--- src/common/procCtrlPkg.sv ---
// control encodings passed from the processor controller to its datapath
package procCtrlPkg;

    // time steps of one instruction, at most six
    typedef enum logic [2:0] {
        T0 = 3'd0,  // fetch, pc onto addr
        T1 = 3'd1,  // memory wait
        T2 = 3'd2,  // ir load
        T3 = 3'd3,
        T4 = 3'd4,
        T5 = 3'd5
    } tStepT;

    // internal bus sources; r0..r7 line up with the register number
    typedef enum logic [3:0] {
        busR0  = 4'd0,
        busR1  = 4'd1,
        busR2  = 4'd2,
        busR3  = 4'd3,
        busR4  = 4'd4,
        busR5  = 4'd5,
        busR6  = 4'd6,
        busPc  = 4'd7,
        busG   = 4'd8,
        busImm = 4'd9,   // extended immediate from the controller
        busDin = 4'd10   // memory read data
    } busSelT;

    typedef enum logic [1:0] {
        aluAdd = 2'd0,
        aluSub = 2'd1,
        aluAnd = 2'd2
    } aluOpT;

endpackage

--- src/common/procIsaPkg.sv ---
// instruction set types for the 16-bit multicycle processor, imported by RTL and testbench
package procIsaPkg;

    typedef logic [15:0] wordT;   // data and address word

    typedef logic [2:0] regIdxT;  // r0..r7, r7 is the pc

    // 3-bit opcode field, 111 has no instruction
    typedef enum logic [2:0] {
        opMv  = 3'b000,
        opMvt = 3'b001,  // imm clear means b{cond}
        opAdd = 3'b010,
        opSub = 3'b011,
        opLd  = 3'b100,
        opSt  = 3'b101,
        opAnd = 3'b110
    } opcodeT;

    // branch condition, carried in the rX field
    typedef enum logic [2:0] {
        condAlways = 3'b000,
        condEq     = 3'b001,  // zero set
        condNe     = 3'b010,
        condCc     = 3'b011,  // carry clear
        condCs     = 3'b100,
        condPl     = 3'b101,  // negative clear
        condMi     = 3'b110
    } condT;  // 111 also branches

    // instruction word: III M XXX DDDDDDDDD
    typedef struct packed {
        opcodeT      opcode;
        logic        imm;    // data is an immediate
        regIdxT      rX;
        logic [8:0]  data;   // rY in the low 3 bits when imm is clear
    } instrT;

    // condition flags, written by add, sub and and only
    typedef struct packed {
        logic carry;
        logic negative;
        logic zero;
    } flagsT;

endpackage

--- src/common/datapathCtrlIf.sv ---
// controller commands to the datapath and flags back, connected inside proc
`timescale 1ns/1ps

interface datapathCtrlIf import procIsaPkg::*, procCtrlPkg::*; ();

    busSelT      busSel;    // bus source this cycle
    logic [7:0]  regLoad;   // one-hot, bit 7 loads the pc
    logic        pcIncr;
    logic        aLoad;
    logic        gLoad;
    aluOpT       aluOp;
    logic        flagLoad;  // only in T4 of add, sub, and
    wordT        immWord;   // sign-extended, or shifted by 8 for mvt
    flagsT       flags;

    modport ctrl (
        output busSel, regLoad, pcIncr, aLoad, gLoad, aluOp, flagLoad, immWord,
        input  flags
    );

    modport dp (
        input  busSel, regLoad, pcIncr, aLoad, gLoad, aluOp, flagLoad, immWord,
        output flags
    );

endinterface

--- src/common/memCtrlIf.sv ---
// memory-port load strobes and the bus value feeding the output registers
`timescale 1ns/1ps

interface memCtrlIf import procIsaPkg::*; ();

    logic addrLoad;   // bus into addr
    logic doutLoad;   // bus into dataOut
    logic writeNext;  // write strobe, one cycle ahead
    wordT bus;        // internal bus from the datapath

    modport ctrl (output addrLoad, doutLoad, writeNext);

    modport dp (output bus);

    modport port (input addrLoad, doutLoad, writeNext, bus);

endinterface

--- src/datapath/procAlu.sv ---
// add, subtract and bitwise and for proc, with the carry, negative and zero flags
`timescale 1ns/1ps

module procAlu import procIsaPkg::*, procCtrlPkg::*; (
    input  logic  Clock,
    input  logic  arstN,
    input  wordT  a,         // from A
    input  wordT  b,         // from the bus
    input  aluOpT aluOp,
    input  logic  flagLoad,
    output wordT  result,
    output flagsT flags
);

    logic carryOut;

    always_comb begin
        case (aluOp)
            aluSub: {carryOut, result} = {1'b0, a} + {1'b0, ~b} + 17'd1;  // two's complement
            aluAnd: begin
                carryOut = 1'b0;  // and clears carry
                result = a & b;
            end
            default: {carryOut, result} = {1'b0, a} + {1'b0, b};
        endcase
    end

    // captured at the edge ending T4
    always_ff @(posedge Clock or negedge arstN) begin
        if (!arstN) begin
            flags <= '0;
        end else if (flagLoad) begin
            flags.carry <= carryOut;
            flags.negative <= result[15];
            flags.zero <= (result == 16'd0);
        end
    end

endmodule

--- src/datapath/procDatapath.sv ---
// register file, program counter, bus multiplexer and ALU operand registers of proc
`timescale 1ns/1ps

module procDatapath import procIsaPkg::*, procCtrlPkg::*; #(
    parameter wordT ResetPc = '0  // first fetch address
) (
    input  logic        Clock,
    input  logic        arstN,
    input  wordT        dataIn,   // memory read data, bus source for ld
    datapathCtrlIf.dp   dpCtrl,
    memCtrlIf.dp        memBus
);

    wordT regFile [7];  // r0..r6
    wordT pc;           // r7
    wordT aReg;         // ALU left operand
    wordT gReg;         // ALU result
    wordT bus;
    wordT aluResult;

    // single internal bus
    always_comb begin
        case (dpCtrl.busSel)
            busR0:   bus = regFile[0];
            busR1:   bus = regFile[1];
            busR2:   bus = regFile[2];
            busR3:   bus = regFile[3];
            busR4:   bus = regFile[4];
            busR5:   bus = regFile[5];
            busR6:   bus = regFile[6];
            busPc:   bus = pc;
            busG:    bus = gReg;
            busImm:  bus = dpCtrl.immWord;
            busDin:  bus = dataIn;
            default: bus = '0;
        endcase
    end

    assign memBus.bus = bus;  // addr and dataOut load from here

    always_ff @(posedge Clock or negedge arstN) begin
        if (!arstN) begin
            for (int i = 0; i < 7; i++)
                regFile[i] <= '0;
        end else begin
            for (int i = 0; i < 7; i++)
                if (dpCtrl.regLoad[i])
                    regFile[i] <= bus;
        end
    end

    // load beats increment, so mv r7 or a taken branch wins
    always_ff @(posedge Clock or negedge arstN) begin
        if (!arstN)
            pc <= ResetPc;
        else if (dpCtrl.regLoad[7])
            pc <= bus;
        else if (dpCtrl.pcIncr)
            pc <= pc + 16'd1;
    end

    always_ff @(posedge Clock or negedge arstN) begin
        if (!arstN) begin
            aReg <= '0;
            gReg <= '0;
        end else begin
            if (dpCtrl.aLoad)
                aReg <= bus;
            if (dpCtrl.gLoad)
                gReg <= aluResult;  // written back in T5
        end
    end

    // right operand straight off the bus
    procAlu i_procAlu (
        .Clock    (Clock),
        .arstN    (arstN),
        .a        (aReg),
        .b        (bus),
        .aluOp    (dpCtrl.aluOp),
        .flagLoad (dpCtrl.flagLoad),
        .result   (aluResult),
        .flags    (dpCtrl.flags)
    );

endmodule

--- src/design/memPort.sv ---
// registered address, write data and write strobe toward the external synchronous memory
`timescale 1ns/1ps

module memPort import procIsaPkg::*; (
    input  logic     Clock,
    input  logic     arstN,
    memCtrlIf.port   memCtrl,
    output wordT     addr,
    output wordT     dataOut,
    output logic     write
);

    always_ff @(posedge Clock or negedge arstN) begin
        if (!arstN) begin
            addr <= '0;
            dataOut <= '0;
            write <= 1'b0;
        end else begin
            if (memCtrl.addrLoad)
                addr <= memCtrl.bus;     // fetch pc or rY
            if (memCtrl.doutLoad)
                dataOut <= memCtrl.bus;  // rX of st
            write <= memCtrl.writeNext;  // one-cycle strobe
        end
    end

endmodule

--- src/design/proc.sv ---
// top level of the 16-bit multicycle processor, wiring controller, datapath and memory port
`timescale 1ns/1ps

module proc import procIsaPkg::*; #(
    parameter wordT ResetPc = '0  // address of the first fetch
) (
    input  logic Clock,
    input  logic arstN,
    input  logic run,      // level, holds the fetch in T0 when low
    input  wordT dataIn,   // memory read data
    output wordT dataOut,  // memory write data
    output wordT addr,
    output logic write     // high for one cycle per st
);

    datapathCtrlIf dpCtrl ();
    memCtrlIf      memCtrl ();

    procController i_procController (
        .Clock   (Clock),
        .arstN   (arstN),
        .run     (run),
        .dataIn  (dataIn),
        .dpCtrl  (dpCtrl.ctrl),
        .memCtrl (memCtrl.ctrl)
    );

    procDatapath #(
        .ResetPc (ResetPc)
    ) i_procDatapath (
        .Clock  (Clock),
        .arstN  (arstN),
        .dataIn (dataIn),
        .dpCtrl (dpCtrl.dp),
        .memBus (memCtrl.dp)
    );

    memPort i_memPort (
        .Clock   (Clock),
        .arstN   (arstN),
        .memCtrl (memCtrl.port),
        .addr    (addr),
        .dataOut (dataOut),
        .write   (write)
    );

endmodule

--- src/design/procController.sv ---
// time-step FSM, instruction register and decode driving the datapath and memory port
`timescale 1ns/1ps

module procController import procIsaPkg::*, procCtrlPkg::*; (
    input  logic         Clock,
    input  logic         arstN,
    input  logic         run,       // gates the fetch in T0
    input  wordT         dataIn,    // instruction word arrives here in T2
    datapathCtrlIf.ctrl  dpCtrl,
    memCtrlIf.ctrl       memCtrl
);

    tStepT  tStep;
    tStepT  tStepNext;
    instrT  ir;
    logic   irLoad;
    logic   done;      // instruction ends after this step
    logic   condMet;   // branch condition true
    logic   loadRx;
    logic   loadPc;    // branch target into r7
    busSelT rxSel;
    busSelT rySel;

    // register numbers map straight onto the bus select codes
    assign rxSel = busSelT'({1'b0, ir.rX});
    assign rySel = busSelT'({1'b0, ir.data[2:0]});

    // mvt puts the low byte in the upper half, all other users sign-extend
    always_comb begin
        if (ir.opcode == opMvt && ir.imm)
            dpCtrl.immWord = {ir.data[7:0], 8'h00};
        else
            dpCtrl.immWord = {{7{ir.data[8]}}, ir.data};
    end

    always_comb begin
        case (condT'(ir.rX))
            condEq:  condMet = dpCtrl.flags.zero;
            condNe:  condMet = !dpCtrl.flags.zero;
            condCc:  condMet = !dpCtrl.flags.carry;
            condCs:  condMet = dpCtrl.flags.carry;
            condPl:  condMet = !dpCtrl.flags.negative;
            condMi:  condMet = dpCtrl.flags.negative;
            default: condMet = 1'b1;  // always, and code 111
        endcase
    end

    always_comb begin
        irLoad = 1'b0;  // everything idle unless a step asks
        done = 1'b0;
        loadRx = 1'b0;
        loadPc = 1'b0;
        dpCtrl.busSel = busG;
        dpCtrl.pcIncr = 1'b0;
        dpCtrl.aLoad = 1'b0;
        dpCtrl.gLoad = 1'b0;
        dpCtrl.aluOp = aluAdd;
        dpCtrl.flagLoad = 1'b0;
        memCtrl.addrLoad = 1'b0;
        memCtrl.doutLoad = 1'b0;
        memCtrl.writeNext = 1'b0;
        case (tStep)
            T0: begin
                dpCtrl.busSel = busPc;  // fetch address
                memCtrl.addrLoad = 1'b1;
                dpCtrl.pcIncr = run;
            end
            T1: ;                        // memory latency
            T2: irLoad = 1'b1;
            T3: begin
                case (ir.opcode)
                    opMv: begin
                        dpCtrl.busSel = ir.imm ? busImm : rySel;
                        loadRx = 1'b1;
                        done = 1'b1;
                    end
                    opMvt: begin
                        if (ir.imm) begin
                            dpCtrl.busSel = busImm;
                            loadRx = 1'b1;
                            done = 1'b1;
                        end else begin
                            dpCtrl.busSel = busPc;  // pc already points past the branch
                            dpCtrl.aLoad = 1'b1;
                            done = !condMet;        // not taken ends here
                        end
                    end
                    opAdd, opSub, opAnd: begin
                        dpCtrl.busSel = rxSel;
                        dpCtrl.aLoad = 1'b1;
                    end
                    opLd, opSt: begin
                        dpCtrl.busSel = rySel;      // memory address from rY
                        memCtrl.addrLoad = 1'b1;
                    end
                    default: done = 1'b1;           // unused opcode acts as nop
                endcase
            end
            T4: begin
                case (ir.opcode)
                    opMvt: begin                    // only taken branches get here
                        dpCtrl.busSel = busImm;
                        dpCtrl.gLoad = 1'b1;
                    end
                    opAdd, opSub, opAnd: begin
                        dpCtrl.busSel = ir.imm ? busImm : rySel;
                        dpCtrl.gLoad = 1'b1;
                        dpCtrl.flagLoad = 1'b1;
                        if (ir.opcode == opSub)
                            dpCtrl.aluOp = aluSub;
                        else if (ir.opcode == opAnd)
                            dpCtrl.aluOp = aluAnd;
                    end
                    opSt: begin
                        dpCtrl.busSel = rxSel;
                        memCtrl.doutLoad = 1'b1;
                        memCtrl.writeNext = 1'b1;  // write high during the next cycle
                        done = 1'b1;
                    end
                    default: ;                      // ld waits for its data
                endcase
            end
            T5: begin
                case (ir.opcode)
                    opMvt: begin
                        dpCtrl.busSel = busG;       // branch target
                        loadPc = 1'b1;
                    end
                    opLd: begin
                        dpCtrl.busSel = busDin;
                        loadRx = 1'b1;
                    end
                    default: begin                  // add, sub, and write back G
                        dpCtrl.busSel = busG;
                        loadRx = ir.opcode inside {opAdd, opSub, opAnd};
                    end
                endcase
            end
            default: done = 1'b1;
        endcase
    end

    // rX decode, r7 also reachable from the branch path
    assign dpCtrl.regLoad = ({7'b0, loadRx} << ir.rX) | {loadPc, 7'b0};

    always_comb begin
        case (tStep)
            T0:      tStepNext = run ? T1 : T0;
            T1:      tStepNext = T2;
            T2:      tStepNext = T3;
            T3:      tStepNext = done ? T0 : T4;
            T4:      tStepNext = done ? T0 : T5;
            default: tStepNext = T0;  // T5 always ends
        endcase
    end

    always_ff @(posedge Clock or negedge arstN) begin
        if (!arstN) begin
            tStep <= T0;
            ir <= '0;
        end else begin
            tStep <= tStepNext;
            if (irLoad)
                ir <= instrT'(dataIn);
        end
    end

endmodule

--- config.mk ---
export PLATFORM = sky130hd
export DESIGN_NAME = proc
export DESIGN_NICKNAME = d
export VERILOG_FILES = /design/src/common/procCtrlPkg.sv /design/src/common/procIsaPkg.sv /design/src/common/datapathCtrlIf.sv /design/src/common/memCtrlIf.sv /design/src/datapath/procAlu.sv /design/src/datapath/procDatapath.sv /design/src/design/memPort.sv /design/src/design/proc.sv /design/src/design/procController.sv
export SDC_FILE = /design/constraint.sdc
export NUM_CORES = 1
export LEC_CHECK = 0
export BUFFER_PORTS_ARGS = -buffer_cell sky130_fd_sc_hd__buf_2
export CAP_MARGIN = 5
export CORE_MARGIN = 5
export CORE_UTILIZATION = 45
export DETAILED_ROUTE_END_ITERATION = 6
export GPL_TIMING_DRIVEN = 0
export SLEW_MARGIN = 20
export SYNTH_ARGS = -nofsm -noshare
export SYNTH_HDL_FRONTEND = slang
export SYNTH_SLANG_ARGS = --single-unit
export TNS_END_PERCENT = 10
--- constraint.sdc ---
create_clock -name Clock -period 5.5 [get_ports Clock]
set_input_delay 0.55 -clock Clock [delete_from_list [all_inputs] [get_ports Clock]]
set_output_delay 0.55 -clock Clock [all_outputs]
set_load 0.05 [all_outputs]
# Yosys cells after proc, flatten, opt, wreduce, memory -nomap -nowiden
# Cells that the tools add are included.
word_totals:
  regBits: 215
  input_bits: 19
classes:
  add_sub_neg: 4
  eq_ne: 29
  shifts: 1
  mux: 43
  bitwise_logic: 3
  reduce_logical: 16
op_table:
  columns: ["operator", "n"]
  rows:
  - ["$pmux 16 s11", 1]
  - ["$mux 16", 3]
  - ["$add 16x16->17", 2]
  - ["$pmux 16 s2", 1]
  - ["$pmux 4 s4", 2]
  - ["$eq 3x3->1 const B", 8]
  - ["$eq 3x2->1 const B", 6]
  - ["$add 17x1->17 const B", 1]
  - ["$add 16x1->16 const B", 1]
  - ["$and 16x16->16", 1]
  - ["$eq 4x3->1 const B", 4]
  - ["$logic_not 16->1", 1]
  - ["$mux 1", 16]
  - ["$not 16->16", 1]
  - ["$pmux 3 s5", 1]
  - ["$pmux 1 s2", 7]
  - ["$eq 4x4->1 const B", 3]
  - ["$pmux 4 s3", 1]
  - ["$mux 2", 5]
  - ["$eq 3x1->1 const B", 3]
  - ["$eq 4x2->1 const B", 2]
  - ["$mux 4", 2]
  - ["$or 8x8->8", 1]
  - ["$reduce_or 4->1", 2]
  - ["16 further kinds", 21]

# Logic depth before layout (Yosys ltp)
depth:
  word_depth: 11
  depth_mapped: 24

# Modules after synthesis
# From an unflattened synthesis, not the netlist that was laid out.
unflattened:
  cells_unflattened: 1373
  hier_area_um2: 13176.4
by_module_without_submodules:
  columns: ["module", "n_inst", "cells_per_inst", "area_per_inst_um2"]
  rows:
  - ["procDatapath", 1, 822, 8266.7]
  - ["procAlu", 1, 301, 2125.8]
  - ["procController", 1, 181, 1460.2]
  - ["memPort", 1, 69, 1323.8]

# Worst setup path after synthesis
# OpenSTA, ideal clock, no wires.
synth_path:
  path_kind: "reg-to-reg"
  from: "register i_procController.ir[13] (netlist name)"
  to: "register i_procDatapath.i_procAlu.flags[0] (netlist name)"
  setup_time_ns: 0.110
  arrival_ns: 5.496
  t_required_ns: 5.390
  path_slack_ns: -0.106
  stages_incl_launch_ff: 23
  n_path_buf: 3
  synth_period_minus_slack_ns: 5.606
  path_cell_list: "dfrtp_1 or4_1 o311a_1 a211oi_4 buf_6 buf_6 mux2i_1 o2bb2ai_1 a22oi_1 nand2_1 a221oi_2 buf_2 inv_2 ha_1 fa_1 a21o_1 a2111oi_0 nor3_1 o41ai_1 xnor2_1 a32o_1 nand4_1 o41ai_1"
synth_via:
  elab_chain_cells: 11
  elab_cells_between_ends: 42
synth_rtl:
  columns: ["item", "line", "rtl"]
  rows:
  - ["from (decl)", "procController.sv:15", "instrT ir;"]
  - ["from (signal assigned)", "procController.sv:164", "ir <= instrT'(dataIn);"]
  - ["$eq 3x2->1 (tied with other cells)", "procController.sv:71, procController.sv:100", null]
  - ["$reduce_or 3->1 or $reduce_or 2->1 (tied branches)", "procController.sv:71, procController.sv:100", null]
  - ["$pmux 4 s4 or $pmux 4 s3 (tied branches)", "procController.sv:71, procController.sv:100", null]
  - ["$pmux 4 s4", "procController.sv:62", "case (tStep)"]
  - ["$eq 4x4->1 (tied with other cells)", "procDatapath.sv:23", "case (dpCtrl.busSel)"]
  - ["$pmux 16 s11 (*)", "procDatapath.sv:23", null]
  - ["via i_memPort.memCtrl.bus[0]", "memCtrlIf.sv:15", "modport port (input addrLoad, doutLoad, writeNext, bus);"]
  - ["$not 16->16", "procAlu.sv:19", "aluSub: {carryOut, result} = {1'b0, a} + {1'b0, ~b} + 17'd1;"]
  - ["$add 16x16->17", "procAlu.sv:19", null]
  - ["$add 17x1->17", "procAlu.sv:19", null]
  - ["$pmux 16 s2 (*)", "procAlu.sv:18", "case (aluOp)"]
  - ["$logic_not 16->1 (*)", "procAlu.sv:35", "flags.zero <= (result == 16'd0);"]
# The timed path passes the listed nets; every way through them passes the cells marked *.
# A chain may end at the register's enable or synchronous reset.

# Worst setup path after layout
layout_path:
  from: "register i_procController.ir[14] (netlist name)"
  to: "register i_procDatapath.i_procAlu.flags[0] (netlist name)"
layout_via:
  elab_chain_cells: 11
  elab_cells_between_ends: 42
layout_rtl:
  columns: ["item", "line"]
  rows:
  - ["$eq 3x2->1 (tied with other cells)", "procController.sv:71, procController.sv:100"]
  - ["$reduce_or 3->1 or $reduce_or 2->1 (tied branches)", "procController.sv:71, procController.sv:100"]
  - ["$pmux 4 s4 or $pmux 4 s3 (tied branches)", "procController.sv:71, procController.sv:100"]
  - ["$pmux 4 s4", "procController.sv:62"]
  - ["$eq 4x4->1 (tied with other cells)", "procDatapath.sv:23"]
  - ["$pmux 16 s11", "procDatapath.sv:23"]
  - ["$not 16->16", "procAlu.sv:19"]
  - ["$add 16x16->17", "procAlu.sv:19"]
  - ["$add 17x1->17", "procAlu.sv:19"]
  - ["$pmux 16 s2", "procAlu.sv:18"]
  - ["$logic_not 16->1", "procAlu.sv:35"]
# Several ways; a longest one is shown, not always the timed one.

==> results.ini <==
[status]
status=finished, violations left
violations=negative setup slack

[timing]
setup_viol=3
period_needed_ns=5.61
whs_ns=0.284
maxSlewViolCount=0
fmaxAchievable_mhz=178
fin_ws_ns=-0.106
slew-limit-headroom=0.433
rsz0062_at_grt=yes
clock_skew_ns=0.0184
worst_slew_pin_slew_ns=0.851
min_period_over_period=1.02
hold_viol=0

[yosys]
muxShareOfSynthArea=0.0607
synthTopCellsByCount=dfrtp_1 (215), nand2_1 (152), nor2_1 (131)
synth_area_um2=12000
synthSimpleGateAreaFrac=0.166
yosysWarnings=0
synth_top_family_by_area=compound AO/OA/AOI/OAI gates
yosysMostFrequentCell=dfrtp_1
syn_inst=1301
synth_adder_area_share=0.0451
synth-seq-area-share=0.449
synth-compound-area-share=0.206
syn_nets=1362
netlist.top_cell.by_area=dfrtp_1
synth_xor_area_frac=0.0219
synth_edf_count=0
ys_async_sr_fraction=1.00
ys.flop_type=dfrtp_1
synthTopCellsByArea=dfrtp_1 (45%), a21oi_1 (5.0%), nand2_1 (4.8%), ha_1 (4.2%), nor2_1 (4.1%)
synthDistinctLibCells=82
syn_area_per_cell_um2=9.21
ys_ff_latch=215
synth_top_cell_area_share=0.449

[critical_path]
start_kind=register
critPathKind=register to register
worst-path-max-fanout=10
r2r_cells=22
slowest_stage=or4_1
end_kind=register
rr_startpoint=i_procController.ir[14]
slowest_delay_ns=0.52
required_ns=5.93
crit_chain=or4_1 > o311a_1 > a211oi_4 > buf_6 > buf_6 > mux2i_2 > o2bb2ai_1 > a22oi_2 > and3_4 > buf_8 > ha_1 > clkbuf_2 > o2111ai_2 > nand4b_1 > buf_4 > buf_4 > a2111o_1 > nand3_1 > a22o_1 > and4b_1 > nand4_1 > o41ai_2
critical_path_depth=22
r2r-end=i_procDatapath.i_procAlu.flags[0]
crit_start=i_procController.ir[14]
r2r_slack_ns=-0.11
crit_family=compound AO/OA/AOI/OAI gates
crit_arrival_ns=6.04
path_buf_inv=6

[global_route]
antenna_found_initial=2
gr-usage-all-layers=0.273
grt_overflow=0
grt_pass1_wl_mm=64.2
grt_pass1_vias=10600
grt_max_degree=97

[clock_tree]
cts_tree=done
clkTransAtPathRegs_ns=0.06
cts_buffer_depth=3
h-tree-depth=1
cts_sinks=215
cts_buffers=25
clk_latency_ns=0.54
cts_root_buf=clkbuf_16

[placement]
hpwl_mm=29.1
place_congestion=0.938
port_buffers=51
place_area_um2=12700
dp_slack_ns=-1.68
dp_cells=1689

[route]
wl_per_cell_um=23.5
ant_nets=0
num_vias=10700
wl_mm=41.9
drt_iter0_drc=1020
route.detailed.drc=0
viasPerCell=5.99
drtPass1Iterations=6

[finish]
antenna_cells=0
final_cell_area_um2=14600
fill_cells=2401
final_nets=1487
area_growth_pct=21.7
drive_gt1_frac=0.208
final_cells=1779

[run]
maxCapViolCount=0

[hold_path]
whs_endpoint=i_procController.ir[0]
min-delay-start=dataIn[0]
min_path_cells=2
hp-class=input port to register

[floorplan]
die-area_um2=30000
initial_core_util=0.459
row_count=59
coreArea_um2=26100
die_y_um=173
die_width_um=173
io_pins=52

[area by class of cell]
class                   count  area, um2  share of cell area
inverters                  52        198              0.0136
plain buffers              90        517              0.0354
clock buffers              34        729              0.0500
well taps                 335        419              0.0287
flip-flops and latches    215       5380               0.369
clock inverters            11        245              0.0168
repair buffers            100        704              0.0483
multi-input cells         942       6390               0.438
[layout by cell type (no fill, tap or decap), types with 9 or more instances in the layout]
cell type | synthesis | final
a21oi_2 | 5 | 9
nor2b_1 | 18 | 16
inv_1 | 46 | 46
buf_4 | 5 | 50
xnor2_1 | 21 | 21
ha_1 | 40 | 35
nand3_1 | 27 | 25
nor2_1 | 131 | 127
and3_1 | 13 | 12
xor2_1 | 9 | 9
clkbuf_16 | 0 | 25
o21ai_1 | 42 | 44
nand2_1 | 152 | 152
dfrtp_1 | 215 | 213
o21ai_0 | 85 | 81
buf_6 | 4 | 9
clkbuf_1 | 57 | 50
mux2_2 | 21 | 20
o2bb2ai_1 | 14 | 13
nor3_1 | 14 | 9
mux2i_1 | 49 | 44
buf_2 | 24 | 64
a222oi_1 | 17 | 17
a21oi_1 | 120 | 116
[cells by family (layout without fill, tap and decap cells)]
| family | Yosys count | in the layout |
|---|---|---|
| muxes | 70 | 70 |
| adders and majority gates | 42 | 42 |
| xor gates and xnor gates | 30 | 30 |
| and+or+nand+nor | 419 | 419 |
| DFF | 215 | 215 |
| buffers and inverters | 144 | 287 |
| AOI/OAI and AO/OA | 381 | 381 |
[worst max path at each step]
stage                                              endpoint  slack (ns)
final                     i_procDatapath.i_procAlu.flags[0]       -0.11
after global routing      i_procDatapath.i_procAlu.flags[0]       -0.30
after CTS                 i_procDatapath.i_procAlu.flags[0]       -0.13
after detailed placement            i_procDatapath.gReg[14]       -1.68
after global placement    i_procDatapath.i_procAlu.flags[0]       -1.65
after floorplan           i_procDatapath.i_procAlu.flags[0]        0.02
[metrics by stage]
stage / utilization / TNS (ns)
finish: 0.558 / -0.214
global route: 0.558 / -1.19
CTS: 0.549 / -0.223
detailed placement: 0.487 / -14.44
global placement: 0.484 / -15.43
floorplan: - / 0
[registers in the layout, indices dropped and copies added, names as in the netlist]
register / flops
i_procDatapath.regFile: 112
i_memPort.dataOut: 16
i_procDatapath.pc: 16
i_procDatapath.aReg: 16
i_procDatapath.gReg: 16
i_memPort.write: 1
i_procDatapath.i_procAlu.flags: 3
i_procController.ir: 16
i_procController.tStep: 3
i_memPort.addr: 16
[routing by layer]
| layer | GRT usage | part of all wire | up-vias |
|---|---|---|---|
| li1 | - | - | 4871 |
| met1 | 0.364 | 0.42 | 5319 |
| met2 | 0.456 | 0.48 | 375 |
| met3 | 0.0467 | 0.070 | 91 |
| met4 | 0.0851 | 0.036 | 4 |
| met5 | 0 | 0.00033 | - |
[timing repair]
action | 4_1_cts | 5_1_grt
pin swaps | 24 | 21
endpoints found under the hold margin | 30 | 0
hold buffers | 1 | 0
setup endpoints to repair | 15 | 9
buffers inserted | 37 | 8
gates cloned | 1 | 0
gates resized for setup | 79 | 40
Power is left out: the tool's default activity adds up to more than one toggle a clock period on the data nets, which glitch-free logic cannot reach.
